### src/bus_map_pkg.sv
package bus_map_pkg;

    //////////////////////////////////////////////////
    // Z80 bus as seen by the controller
    //////////////////////////////////////////////////

    typedef struct packed {
        logic [15:0] a;         // Address bus
        logic [7:0]  d;         // Data bus from CPU
        logic        rd_n;
        logic        wr_n;
        logic        mreq_n;    // Memory request
        logic        iorq_n;    // IO request
    } bus_in_t;

    // One-hot IO port decode
    typedef struct packed {
        logic [3:0] bank;       // One bit per bank register
        logic       sysctrl;
        logic       cassette;
        logic       printer;
        logic       keyboard;
    } io_sel_t;

    //////////////////////////////////////////////////
    // IO port map
    //////////////////////////////////////////////////

    localparam logic [7:0] IO_BANK0    = 8'hF0;
    localparam logic [7:0] IO_BANK1    = 8'hF1;
    localparam logic [7:0] IO_BANK2    = 8'hF2;
    localparam logic [7:0] IO_BANK3    = 8'hF3;
    localparam logic [7:0] IO_SYSCTRL  = 8'hFB;
    localparam logic [7:0] IO_CASSETTE = 8'hFC;
    localparam logic [7:0] IO_PRINTER  = 8'hFE;
    localparam logic [7:0] IO_KEYBOARD = 8'hFF;

    //////////////////////////////////////////////////
    // Memory map
    //////////////////////////////////////////////////

    localparam logic [2:0] SYSRAM_BLOCK = 3'd7;  // 3800-3FFF inside a 16 KB window
    localparam logic [1:0] ROM_PAGE_TOP = 2'd0;  // Pages 0-15
    localparam logic [4:0] SYSRAM_BA    = 5'd0;  // Bank address of system RAM

endpackage

### src/sys_regs_pkg.sv
package sys_regs_pkg;

    //////////////////////////////////////////////////
    // Bank registers
    //////////////////////////////////////////////////

    // Field view used by the address decode
    typedef struct packed {
        logic       ro;         // Write protect
        logic       overlay;    // System RAM overlay at 3800
        logic [5:0] page;       // 16 KB page number
    } bank_fields_t;

    // CPU sees a raw byte, decode sees the fields
    typedef union packed {
        logic [7:0]   raw;
        bank_fields_t f;
    } bank_reg_u;

    typedef bank_reg_u [3:0] bank_regs_t;

    // Power-up mapping
    localparam logic [7:0] BANK0_RESET = 8'hC0;  // Overlay, read only, page 0
    localparam logic [7:0] BANK1_RESET = 8'h21;  // Page 33
    localparam logic [7:0] BANK2_RESET = 8'h22;  // Page 34
    localparam logic [7:0] BANK3_RESET = 8'h13;  // Page 19

    //////////////////////////////////////////////////
    // System control register
    //////////////////////////////////////////////////

    // Hides the bank registers from the IO space
    localparam int SYSCTRL_DIS_REGS_BIT = 0;

endpackage

### src/bus_sync.sv
`timescale 1ns/1ps

module bus_sync (
    input  logic       sysclk,
    input  logic       reset,
    input  logic       wr_n,
    input  logic [7:0] d,
    output logic       wr_pulse,
    output logic [7:0] wrdata
);

    logic [2:0] wr_n_r;     // Strobe history with bit 0 newest

    // Three flop chain that idles high
    always_ff @(posedge sysclk or posedge reset) begin
        if (reset) begin
            wr_n_r <= 3'b111;
        end else begin
            wr_n_r <= {wr_n_r[1:0], wr_n};
        end
    end

    // Falling edge seen between the two older stages
    assign wr_pulse = wr_n_r[2] && !wr_n_r[1];

    // Data byte follows the bus while the strobe is low
    always_ff @(posedge sysclk) begin
        if (!wr_n) begin
            wrdata <= d;
        end
    end

endmodule

### src/addr_decode.sv
`timescale 1ns/1ps

module addr_decode (
    input  bus_map_pkg::bus_in_t    bus,
    input  sys_regs_pkg::bank_regs_t banks,
    input  logic                     dis_regs,
    output bus_map_pkg::io_sel_t    io_sel,
    output logic                     io_hit,
    output logic [4:0]               ba,
    output logic                     ram_ce_n,
    output logic                     ram_we_n
);

    sys_regs_pkg::bank_reg_u bank;  // Bank register for this access

    logic [7:0] port;               // Low address byte in IO cycles
    logic       io_cycle;
    logic       sel_sysram;
    logic       allow_mem;
    logic       sel_ram;
    logic       sel_rom;

    //////////////////////////////////////////////////
    // Memory space
    //////////////////////////////////////////////////

    // Upper two address bits pick one of four 16 KB windows
    assign bank = banks[bus.a[15:14]];

    assign sel_sysram = !bus.mreq_n && bank.f.overlay &&
                        (bus.a[13:11] == bus_map_pkg::SYSRAM_BLOCK);

    // Writes to read-only pages are not passed to the memory
    assign allow_mem = !bus.mreq_n && !sel_sysram && (bus.wr_n || !bank.f.ro);

    assign sel_ram = (allow_mem && bank.f.page[5]) || sel_sysram;  // Pages 32-63
    assign sel_rom = allow_mem && (bank.f.page[5:4] == bus_map_pkg::ROM_PAGE_TOP);

    assign ram_ce_n = !sel_ram;

    // ROM pages live in the same RAM and can be written when not protected
    assign ram_we_n = !(!bus.wr_n &&
                        (sel_sysram || ((sel_ram || sel_rom) && !bank.f.ro)));

    // System RAM always sits at the bottom of the RAM
    assign ba = sel_sysram ? bus_map_pkg::SYSRAM_BA : bank.f.page[4:0];

    //////////////////////////////////////////////////
    // IO space
    //////////////////////////////////////////////////

    assign port     = bus.a[7:0];
    assign io_cycle = !bus.iorq_n;

    always_comb begin
        io_sel = '0;

        // Bank registers can be hidden from the CPU
        if (io_cycle && !dis_regs) begin
            io_sel.bank[0] = (port == bus_map_pkg::IO_BANK0);
            io_sel.bank[1] = (port == bus_map_pkg::IO_BANK1);
            io_sel.bank[2] = (port == bus_map_pkg::IO_BANK2);
            io_sel.bank[3] = (port == bus_map_pkg::IO_BANK3);
        end

        if (io_cycle) begin
            io_sel.sysctrl  = (port == bus_map_pkg::IO_SYSCTRL);
            io_sel.cassette = (port == bus_map_pkg::IO_CASSETTE);
            io_sel.printer  = (port == bus_map_pkg::IO_PRINTER);
            io_sel.keyboard = (port == bus_map_pkg::IO_KEYBOARD);
        end
    end

    assign io_hit = |io_sel;    // Any internal port claims the cycle

endmodule

### src/io_regs.sv
`timescale 1ns/1ps

module io_regs (
    input  logic                     sysclk,
    input  logic                     reset,
    input  bus_map_pkg::io_sel_t    io_sel,
    input  logic                     wr_pulse,
    input  logic [7:0]               wrdata,
    output sys_regs_pkg::bank_regs_t banks,
    output logic                     dis_regs,
    output logic                     cassette_out,
    output logic                     printer_out
);

    sys_regs_pkg::bank_regs_t banks_q;

    logic dis_regs_q;
    logic cassette_q;
    logic printer_q;

    //////////////////////////////////////////////////
    // Bank registers
    //////////////////////////////////////////////////

    always_ff @(posedge sysclk or posedge reset) begin
        if (reset) begin
            banks_q[0].raw <= sys_regs_pkg::BANK0_RESET;
            banks_q[1].raw <= sys_regs_pkg::BANK1_RESET;
            banks_q[2].raw <= sys_regs_pkg::BANK2_RESET;
            banks_q[3].raw <= sys_regs_pkg::BANK3_RESET;
        end else begin
            for (int i = 0; i < 4; i++) begin
                if (io_sel.bank[i] && wr_pulse) begin
                    banks_q[i].raw <= wrdata;   // Whole byte so the fields come along
                end
            end
        end
    end

    //////////////////////////////////////////////////
    // Single-bit latches
    //////////////////////////////////////////////////

    always_ff @(posedge sysclk or posedge reset) begin
        if (reset) begin
            dis_regs_q <= 1'b0;
            cassette_q <= 1'b0;
            printer_q  <= 1'b0;
        end else if (wr_pulse) begin
            if (io_sel.sysctrl) begin
                dis_regs_q <= wrdata[sys_regs_pkg::SYSCTRL_DIS_REGS_BIT];
            end
            if (io_sel.cassette) begin
                cassette_q <= wrdata[0];    // Tape output
            end
            if (io_sel.printer) begin
                printer_q <= wrdata[0];
            end
        end
    end

    assign banks        = banks_q;
    assign dis_regs     = dis_regs_q;
    assign cassette_out = cassette_q;
    assign printer_out  = printer_q;

endmodule

### src/read_mux.sv
`timescale 1ns/1ps

module read_mux (
    input  bus_map_pkg::bus_in_t    bus,
    input  bus_map_pkg::io_sel_t    io_sel,
    input  logic                     io_hit,
    input  sys_regs_pkg::bank_regs_t banks,
    input  logic                     dis_regs,
    input  logic                     cassette_in,
    input  logic                     printer_in,
    input  logic [63:0]              keys,
    output logic [7:0]               d_out,
    output logic                     d_oe
);

    logic [7:0] kbd_data;
    logic [7:0] sysctrl_data;
    logic [7:0] rddata;

    //////////////////////////////////////////////////
    // Keyboard matrix
    //////////////////////////////////////////////////

    // Low bits of the upper address byte select rows and pressed keys read as 0
    always_comb begin
        kbd_data = 8'hFF;
        for (int row = 0; row < 8; row++) begin
            if (!bus.a[8 + row]) begin
                kbd_data &= keys[8*row +: 8];
            end
        end
    end

    //////////////////////////////////////////////////
    // Read data
    //////////////////////////////////////////////////

    always_comb begin
        sysctrl_data = 8'h00;
        sysctrl_data[sys_regs_pkg::SYSCTRL_DIS_REGS_BIT] = dis_regs;
    end

    // Selects are one-hot so order does not matter
    always_comb begin
        rddata = 8'h00;
        for (int i = 0; i < 4; i++) begin
            if (io_sel.bank[i]) begin
                rddata = banks[i].raw;
            end
        end
        if (io_sel.sysctrl) begin
            rddata = sysctrl_data;
        end
        if (io_sel.cassette) begin
            rddata = {7'b0, cassette_in};
        end
        if (io_sel.printer) begin
            rddata = {7'b0, printer_in};
        end
        if (io_sel.keyboard) begin
            rddata = kbd_data;
        end
    end

    assign d_out = rddata;
    assign d_oe  = !bus.rd_n && io_hit;     // Drive the bus only for our own ports

endmodule

### src/bus_ctrl.sv
`timescale 1ns/1ps

module bus_ctrl (
    input  logic                 sysclk,
    input  logic                 reset,
    input  bus_map_pkg::bus_in_t bus,
    input  logic                 cassette_in,
    input  logic                 printer_in,
    input  logic [63:0]          keys,
    output logic [7:0]           d_out,
    output logic                 d_oe,
    output logic [4:0]           ba,
    output logic                 ram_ce_n,
    output logic                 ram_we_n,
    output logic                 cassette_out,
    output logic                 printer_out
);

    logic                     wr_pulse;
    logic [7:0]               wrdata;
    sys_regs_pkg::bank_regs_t banks;
    logic                     dis_regs;
    bus_map_pkg::io_sel_t     io_sel;
    logic                     io_hit;

    //////////////////////////////////////////////////
    // Input side
    //////////////////////////////////////////////////

    bus_sync bus_sync_inst (
        .sysclk   (sysclk),
        .reset    (reset),
        .wr_n     (bus.wr_n),
        .d        (bus.d),
        .wr_pulse (wr_pulse),
        .wrdata   (wrdata)
    );

    //////////////////////////////////////////////////
    // Decode and registers
    //////////////////////////////////////////////////

    addr_decode addr_decode_inst (
        .bus      (bus),
        .banks    (banks),
        .dis_regs (dis_regs),
        .io_sel   (io_sel),
        .io_hit   (io_hit),
        .ba       (ba),         // RAM controls go straight out
        .ram_ce_n (ram_ce_n),
        .ram_we_n (ram_we_n)
    );

    io_regs io_regs_inst (
        .sysclk       (sysclk),
        .reset        (reset),
        .io_sel       (io_sel),
        .wr_pulse     (wr_pulse),
        .wrdata       (wrdata),
        .banks        (banks),
        .dis_regs     (dis_regs),
        .cassette_out (cassette_out),
        .printer_out  (printer_out)
    );

    //////////////////////////////////////////////////
    // Output side
    //////////////////////////////////////////////////

    read_mux read_mux_inst (
        .bus         (bus),
        .io_sel      (io_sel),
        .io_hit      (io_hit),
        .banks       (banks),
        .dis_regs    (dis_regs),
        .cassette_in (cassette_in),
        .printer_in  (printer_in),
        .keys        (keys),
        .d_out       (d_out),
        .d_oe        (d_oe)
    );

endmodule

### config.mk
export PLATFORM = sky130hd
export DESIGN_NAME = bus_ctrl
export DESIGN_NICKNAME = d
export VERILOG_FILES = /design/src/bus_map_pkg.sv /design/src/sys_regs_pkg.sv /design/src/bus_sync.sv /design/src/addr_decode.sv /design/src/io_regs.sv /design/src/read_mux.sv /design/src/bus_ctrl.sv
export SDC_FILE = /design/constraint.sdc
export NUM_CORES = 1
export LEC_CHECK = 0
export BUFFER_PORTS_ARGS = -buffer_cell sky130_fd_sc_hd__buf_4
export CAP_MARGIN = 5
export CORE_ASPECT_RATIO = 0.6
export CORE_UTILIZATION = 45
export CTS_CLUSTER_SIZE = 8
export DETAILED_ROUTE_END_ITERATION = 16
export GPL_TIMING_DRIVEN = 0
export PLACE_DENSITY = 0.76
export SYNTH_ARGS = -nofsm -noshare
export SYNTH_HDL_FRONTEND = slang
export SYNTH_SLANG_ARGS = --single-unit
### constraint.sdc
create_clock -name sysclk -period 2.65 [get_ports sysclk]
set_input_delay 0.3975 -clock sysclk [delete_from_list [all_inputs] [get_ports sysclk]]
set_output_delay 0.3975 -clock sysclk [all_outputs]
set_load 0.01 [all_outputs]
; ---- Word level (Yosys, flattened, before mapping)
; Index checks and enable logic that the tools add are counted.
[word_totals]
output_inout_bits = 18
inputBits = 96
ff_bits = 46
[op_classes]
n_lt_le_gt_ge = 1
n_eq_ne = 9
bitwise = 7
muxes = 21
n_reduce_logical = 34
[ops]
columns = op, count
row1 = 8-bit two-way mux, 17
row2 = "8-bit == test, second input constant", 8
row3 = 8-bit bitwise AND, 7
row4 = 8-bit binary-select mux with 2-bit select, 1
row5 = 1-bit logical AND, 15
row6 = 1-bit logical NOT, 10
row7 = 4-bit two-way mux, 2
row8 = 8-bit OR reduction, 1
row9 = 2-bit AND reduction, 3
row10 = 5-bit two-way mux, 1
row11 = 1-bit logical OR, 4
row12 = "3-bit == test, second input constant", 1
row13 = "2-bit by 3-bit < comparator with 1-bit output, second input constant", 1
row14 = 2-bit logical NOT, 1

; ---- Depth between registers and ports, before layout
[logic_depth]
ltp_word = 16
depth_mapped = 6

; ---- By module
; Synthesis repeated with hierarchy kept, for this count alone.
[hier_totals]
cells_unflattened = 250
area_unflattened_um2 = 2783.9
[by_module_without_submodules]
columns = module, area_each_um2, seq_area_each_um2, cells_each, n_inst
row1 = io_regs, 1328.8, 887.1, 79, 1
row2 = read_mux, 704.4, 0.0, 114, 1
row3 = addr_decode, 410.4, 0.0, 43, 1
row4 = bus_sync, 340.3, 319.1, 14, 1

; ---- Least setup slack after synthesis
; No wires, ideal clock.
[synth_timing]
kind = in2out
from = input bus[26] (netlist bit)
to = output ram_we_n
required_time_ns = 2.253
path_stages = 4
n_path_buf = 1
arrival_ns = 1.647
setup_slack_ns = 0.605
cell_sequence = buf_2 > mux4_2 > and4_1 > o21ai_0
[synth_between]
elab_chain_len = 14
word_cells_on_any_way = 18
classes_between = mux (2) / reduce/logical (16)
[synth_rtl]
columns = item, line_no
row1 = start: declaration, bus_ctrl.sv:6  ; input bus_map_pkg::bus_in_t bus,
row2 = 8-bit binary-select mux with 2-bit select *, addr_decode.sv:28  ; assign bank = banks[bus.a[15:14]];
row3 = 8-bit two-way mux (not written as such) *, addr_decode.sv:28
row4 = 1-bit logical AND (2 in series), addr_decode.sv:30  ; assign sel_sysram = !bus.mreq_n && bank.f.overlay &&
row5 = 1-bit logical NOT, addr_decode.sv:34  ; assign allow_mem = !bus.mreq_n && !sel_sysram && (bus.wr_n || !bank.f.ro);
row6 = 1-bit logical AND (2 in series), addr_decode.sv:34
row7 = 1-bit logical AND, addr_decode.sv:36  ; assign sel_ram = (allow_mem && bank.f.page[5]) || sel_sysram;
row8 = 1-bit logical OR, addr_decode.sv:36
row9 = 1-bit logical OR, addr_decode.sv:43  ; (sel_sysram || ((sel_ram || sel_rom) && !bank.f.ro)));
row10 = 1-bit logical AND, addr_decode.sv:43
row11 = 1-bit logical OR *, addr_decode.sv:43
row12 = 1-bit logical AND *, addr_decode.sv:42  ; assign ram_we_n = !(!bus.wr_n &&
row13 = 1-bit logical NOT *, addr_decode.sv:42
row14 = end: declaration, bus_ctrl.sv:14  ; output logic ram_we_n,
; Every way passes the cells marked *; elsewhere a longest branch is shown, timed or not. The select of a mux whose other input is x is not followed.

; ---- Worst setup path in the final report
[layout_timing]
from = input bus[23] (netlist bit)
to = output d_out[0]
[layout_between]
elab_chain_len = 10
[layout_rtl]
columns = item, line_no
row1 = 8-bit two-way mux *, read_mux.sv:28  ; if (!bus.a[8 + row]) begin
row2 = 8-bit bitwise AND, read_mux.sv:29  ; kbd_data &= keys[8*row +: 8];
row3 = 8-bit two-way mux *, read_mux.sv:28
row4 = 8-bit bitwise AND, read_mux.sv:29
row5 = 8-bit two-way mux *, read_mux.sv:28
row6 = 8-bit bitwise AND, read_mux.sv:29
row7 = 8-bit two-way mux *, read_mux.sv:28
row8 = 8-bit bitwise AND, read_mux.sv:29
row9 = 8-bit two-way mux *, read_mux.sv:28
row10 = 8-bit two-way mux *, read_mux.sv:60  ; if (io_sel.keyboard) begin
row11 = end: declaration, bus_ctrl.sv:10  ; output logic [7:0] d_out,
; Every way passes the cells marked *; elsewhere a longest branch is shown, timed or not.

==> run_results.csv <==
group,metric,value,unit
power_and_ir_drop,comb_power_share,17.2,%
logic_synthesis,synth_top_area_share,24.0,%
sta,setup_viol,0,
logic_synthesis,async_flop_share,82.6,%
sta,setup-tns-final,0,ns
sta,hold_viol_final,0,
power_and_ir_drop,ir_drop,0.000241,V
worst_hold_path,hp-class,"in2reg",
routing,wl_per_cell,20.3,um
worst_setup_path,start_kind,"input pin",
sta,fin_skew,0.00583,ns
worst_setup_path,reg2reg_slack,0.50,ns
logic_synthesis,synth_cells,217,
clock_network,clk_path_buf_depth,2,
cells_and_area,instances_no_fill,408,
power_and_ir_drop,switchingPower,0.000361,W
routing,ant_nets,0,
floorplan,boundaryPins,114,
worst_setup_path,cp_data_required_time,2.25,ns
routing,wl,8300,um
logic_synthesis,ys_warn_count,0,
logic_synthesis,synth_commonest_cells,"40 x o22ai_1, 27 x mux2_2, 26 x dfrtp_1, 15 x mux4_2, 13 x inv_1",
power_and_ir_drop,p_seq_share,52.3,%
flow_run,maxCapViolations,0,
global_routing,grt_overflow,0,
sta,rsz0062_at_grt,"false",
worst_setup_path,cp_top_family,"compound AO/OA/AOI/OAI gates",
logic_synthesis,post-synth-top-count-cell,"o22ai_1",
clock_network,post_cts_buffers,0,
place,hpwl,6220,um
worst_setup_path,cp_cell_sequence,"clkbuf_1, o22ai_1, or3_1, o32a_1, o2bb2ai_1, buf_4",
logic_synthesis,synth_area_per_cell,12.5,um^2
global_routing,grt_max_degree,39,
clock_network,cts.sinks,46,
sta,fin_crit_sh,92.1,%
logic_synthesis,synth.distinct_cells,41,
power_and_ir_drop,p_clk_share,30.5,%
floorplan,die_x,102,um
place,portBuffers,103,
global_routing,track_usage,27.1,%
worst_setup_path,cp-end-kind,"output pin",
run_status,status,"completed",
cells_and_area,nNetsFinal,423,
routing,num_vias,2414,
global_routing,grt_pass1_wl,12500,um
logic_synthesis,synth_edf_count,8,
cells_and_area,area.growth.synth_to_final,35.5,%
clock_network,ctsResizeCount,0,
logic_synthesis,synthFlopType,"dfrtp_1",
clock_network,clk_latency,0.29,ns
routing,drtIter0Drc,209,
floorplan,core-area,5700,um^2
worst_setup_path,cp.arrival,2.04,ns
power_and_ir_drop,finalPower,0.00146,W
power_and_ir_drop,p_int,0.00109,W
floorplan,start_util,47.6,%
sta,hold_ws,0.211,ns
sta,slew_violations,0,
floorplan,rows,21,
worst_setup_path,cp_slowest_cell,"clkbuf_1",
global_routing,grt_pass1_vias,2323,
clock_network,clk_pin_slew,0.08,ns
power_and_ir_drop,leakagePower,1.67,nW
power_and_ir_drop,switching_share,24.8,%
logic_synthesis,synth_fp_nets,313,
worst_setup_path,cp_max_fo,9,
power_and_ir_drop,pwr_density_cell,396,nW/um^2
logic_synthesis,yosysTopAreaCell,"dfrtp_1",
global_routing,antenna_found_initial,0,
cells_and_area,drive_above_1_share,57.9,%
logic_synthesis,syn_area,2720,um^2
routing,drc,0,
sta,worst_slew_pin_slew,0.812,ns
sta,fin_crit,2.44,ns
place,gp_congestion,0.810,
logic_synthesis,synthTopCellsByArea,"dfrtp_1 24%, mux4_2 12%, dfstp_2 12%, mux2_2 11%, o22ai_1 9.2%",
floorplan,dieArea,6360,um^2
clock_network,numCtsBuffers,5,
worst_setup_path,crit_type,"in2out",
worst_setup_path,critPathMaxStageDelay,0.44,ns
routing,drtPass1Iterations,4,
cells_and_area,fillers,467,
logic_synthesis,synth-seq-area-share,44.4,%
place,numPlacedInstances,400,
sta,fmax,410,MHz
clock_network,h-tree-depth,2,
clock_network,ctsRootBufferMaster,"clkbuf_8",
clock_network,cts_tree,"built",
floorplan,dieHeight,62.2,um
worst_setup_path,critPathBufInv,2,
sta,relSlewSlack,45.8,%
cells_and_area,antenna_cells,0,
clock_network,postCtsHoldBufs,0,
routing,vias_per_cell,5.92,
logic_synthesis,ys_ff_latch,46,
==> per-stage QoR <==
stage                     util [%]  area [um^2]  worst slack (ns)
after CTS                     64.6         3680             0.228
after global placement        63.0         3590             0.242
after detailed placement      63.0         3590             0.230
final                         64.6         3680             0.209
after global routing          64.6         3680             0.159
after floorplan                  -         2720             0.605
==> area by class of cell <==
| class | count | area (um^2) | share of cell area, % |
|---|---|---|---|
| repair buffers | 103 | 773 | 21.0 |
| clock buffers | 7 | 86.3 | 2.35 |
| clock inverters | 1 | 5.00 | 0.136 |
| multi-input cells | 141 | 1370 | 37.3 |
| inverters | 13 | 48.8 | 1.33 |
| plain buffers | 17 | 88.8 | 2.41 |
| well taps | 80 | 100 | 2.72 |
| flip-flops and latches | 46 | 1210 | 32.8 |
==> power groups by stage <==
| stage | Sequential (W) | Clock [W] | Combinational (W) |
|---|---|---|---|
| 3_5_place_dp | 0.000775 | 0 | 0.000250 |
| 2_1_floorplan | 0.000768 | 0 | 0.000110 |
| 4_1_cts | 0.000761 | 0.000447 | 0.000250 |
| 3_3_place_gp | 0.000774 | 0 | 0.000243 |
| 5_1_grt | 0.000765 | 0.000484 | 0.000270 |
| 6_report | 0.000762 | 0.000444 | 0.000250 |
==> flip-flops by register name (all words and copies together), names as in the netlist <==
| register | flops |
|---|---|
| bus_sync_inst.wrdata | 8 |
| io_regs_inst.dis_regs | 1 |
| io_regs_inst.printer_out | 1 |
| io_regs_inst.cassette_out | 1 |
| bus_sync_inst.wr_n_r | 3 |
| io_regs_inst.banks | 32 |
==> layer usage <==
metal / GRT usage [%] / wire length [um] / vias up
li1: - / - / 1072
met1: 39.5 / 3680 / 1215
met2: 41.6 / 3800 / 117
met3: 5.74 / 755 / 10
met4: 5.71 / 67 / 0
met5: 0 / 0 / -
==> path summary, 6_finish.rpt <==
kind | startpoint | end | depth (start not counted)
setup / recovery | bus[23] | d_out[0] | 6
hold / removal | bus[2] | bus_sync_inst.wr_n_r[0]$_DFF_PP1_ | 1
setup reg to reg | io_regs_inst.dis_regs$_DFFE_PP0P_ | io_regs_inst.banks[2]$_DFFE_PP0P_ | 5
hold reg to reg | bus_sync_inst.wr_n_r[0]$_DFF_PP1_ | bus_sync_inst.wr_n_r[1]$_DFF_PP1_ | 0
max in group asynchronous | reset | io_regs_inst.banks[30]$_DFFE_PP0P_ | 2
min in group asynchronous | reset | io_regs_inst.banks[4]$_DFFE_PP0P_ | 2
==> worst register-to-register path, delay by kind of cell, from the launching register on <==
| kind | cells | cell delay, ns |
|---|---|---|
| muxes | 1 | 0.41 |
| DFF | 1 | 0.43 |
| and+or+nand+nor | 3 | 1.01 |
| buffers and inverters | 1 | 0.19 |
==> cell usage in the layout, fill, tap and decap left out, types with 2 or more instances in the layout <==
cell      synthesis  layout
mux2_2           27      27
nand2_1           3       3
clkbuf_1          5       6
mux4_2           15      15
or4_1             8       8
edfxtp_1          8       8
nand3_1           2       2
buf_4             0     103
dfrtp_1          26      26
or2_2             2       2
nor2b_1           7       7
dfstp_2          12      12
a21oi_1           2       2
buf_2             7       7
o21ai_0           2       2
mux2_4            8       8
buf_1             2       2
inv_1            13      12
nor2_1            3       3
clkbuf_8          0       6
nor3_1            2       2
nor4_1            2       2
o22ai_1          40      40
buf_6             2       2
==> cell families (layout without fill, tap and decap cells) <==
kind of cell	after synthesis	in the layout	synth area share, %
AOI/OAI and AO/OA	50	50	11.7
buffers and inverters	30	141	5.07
muxes	51	51	28.4
DFF	46	46	44.4
and+or+nand+nor	40	40	10.4
Power figures use the tool's default switching activity.
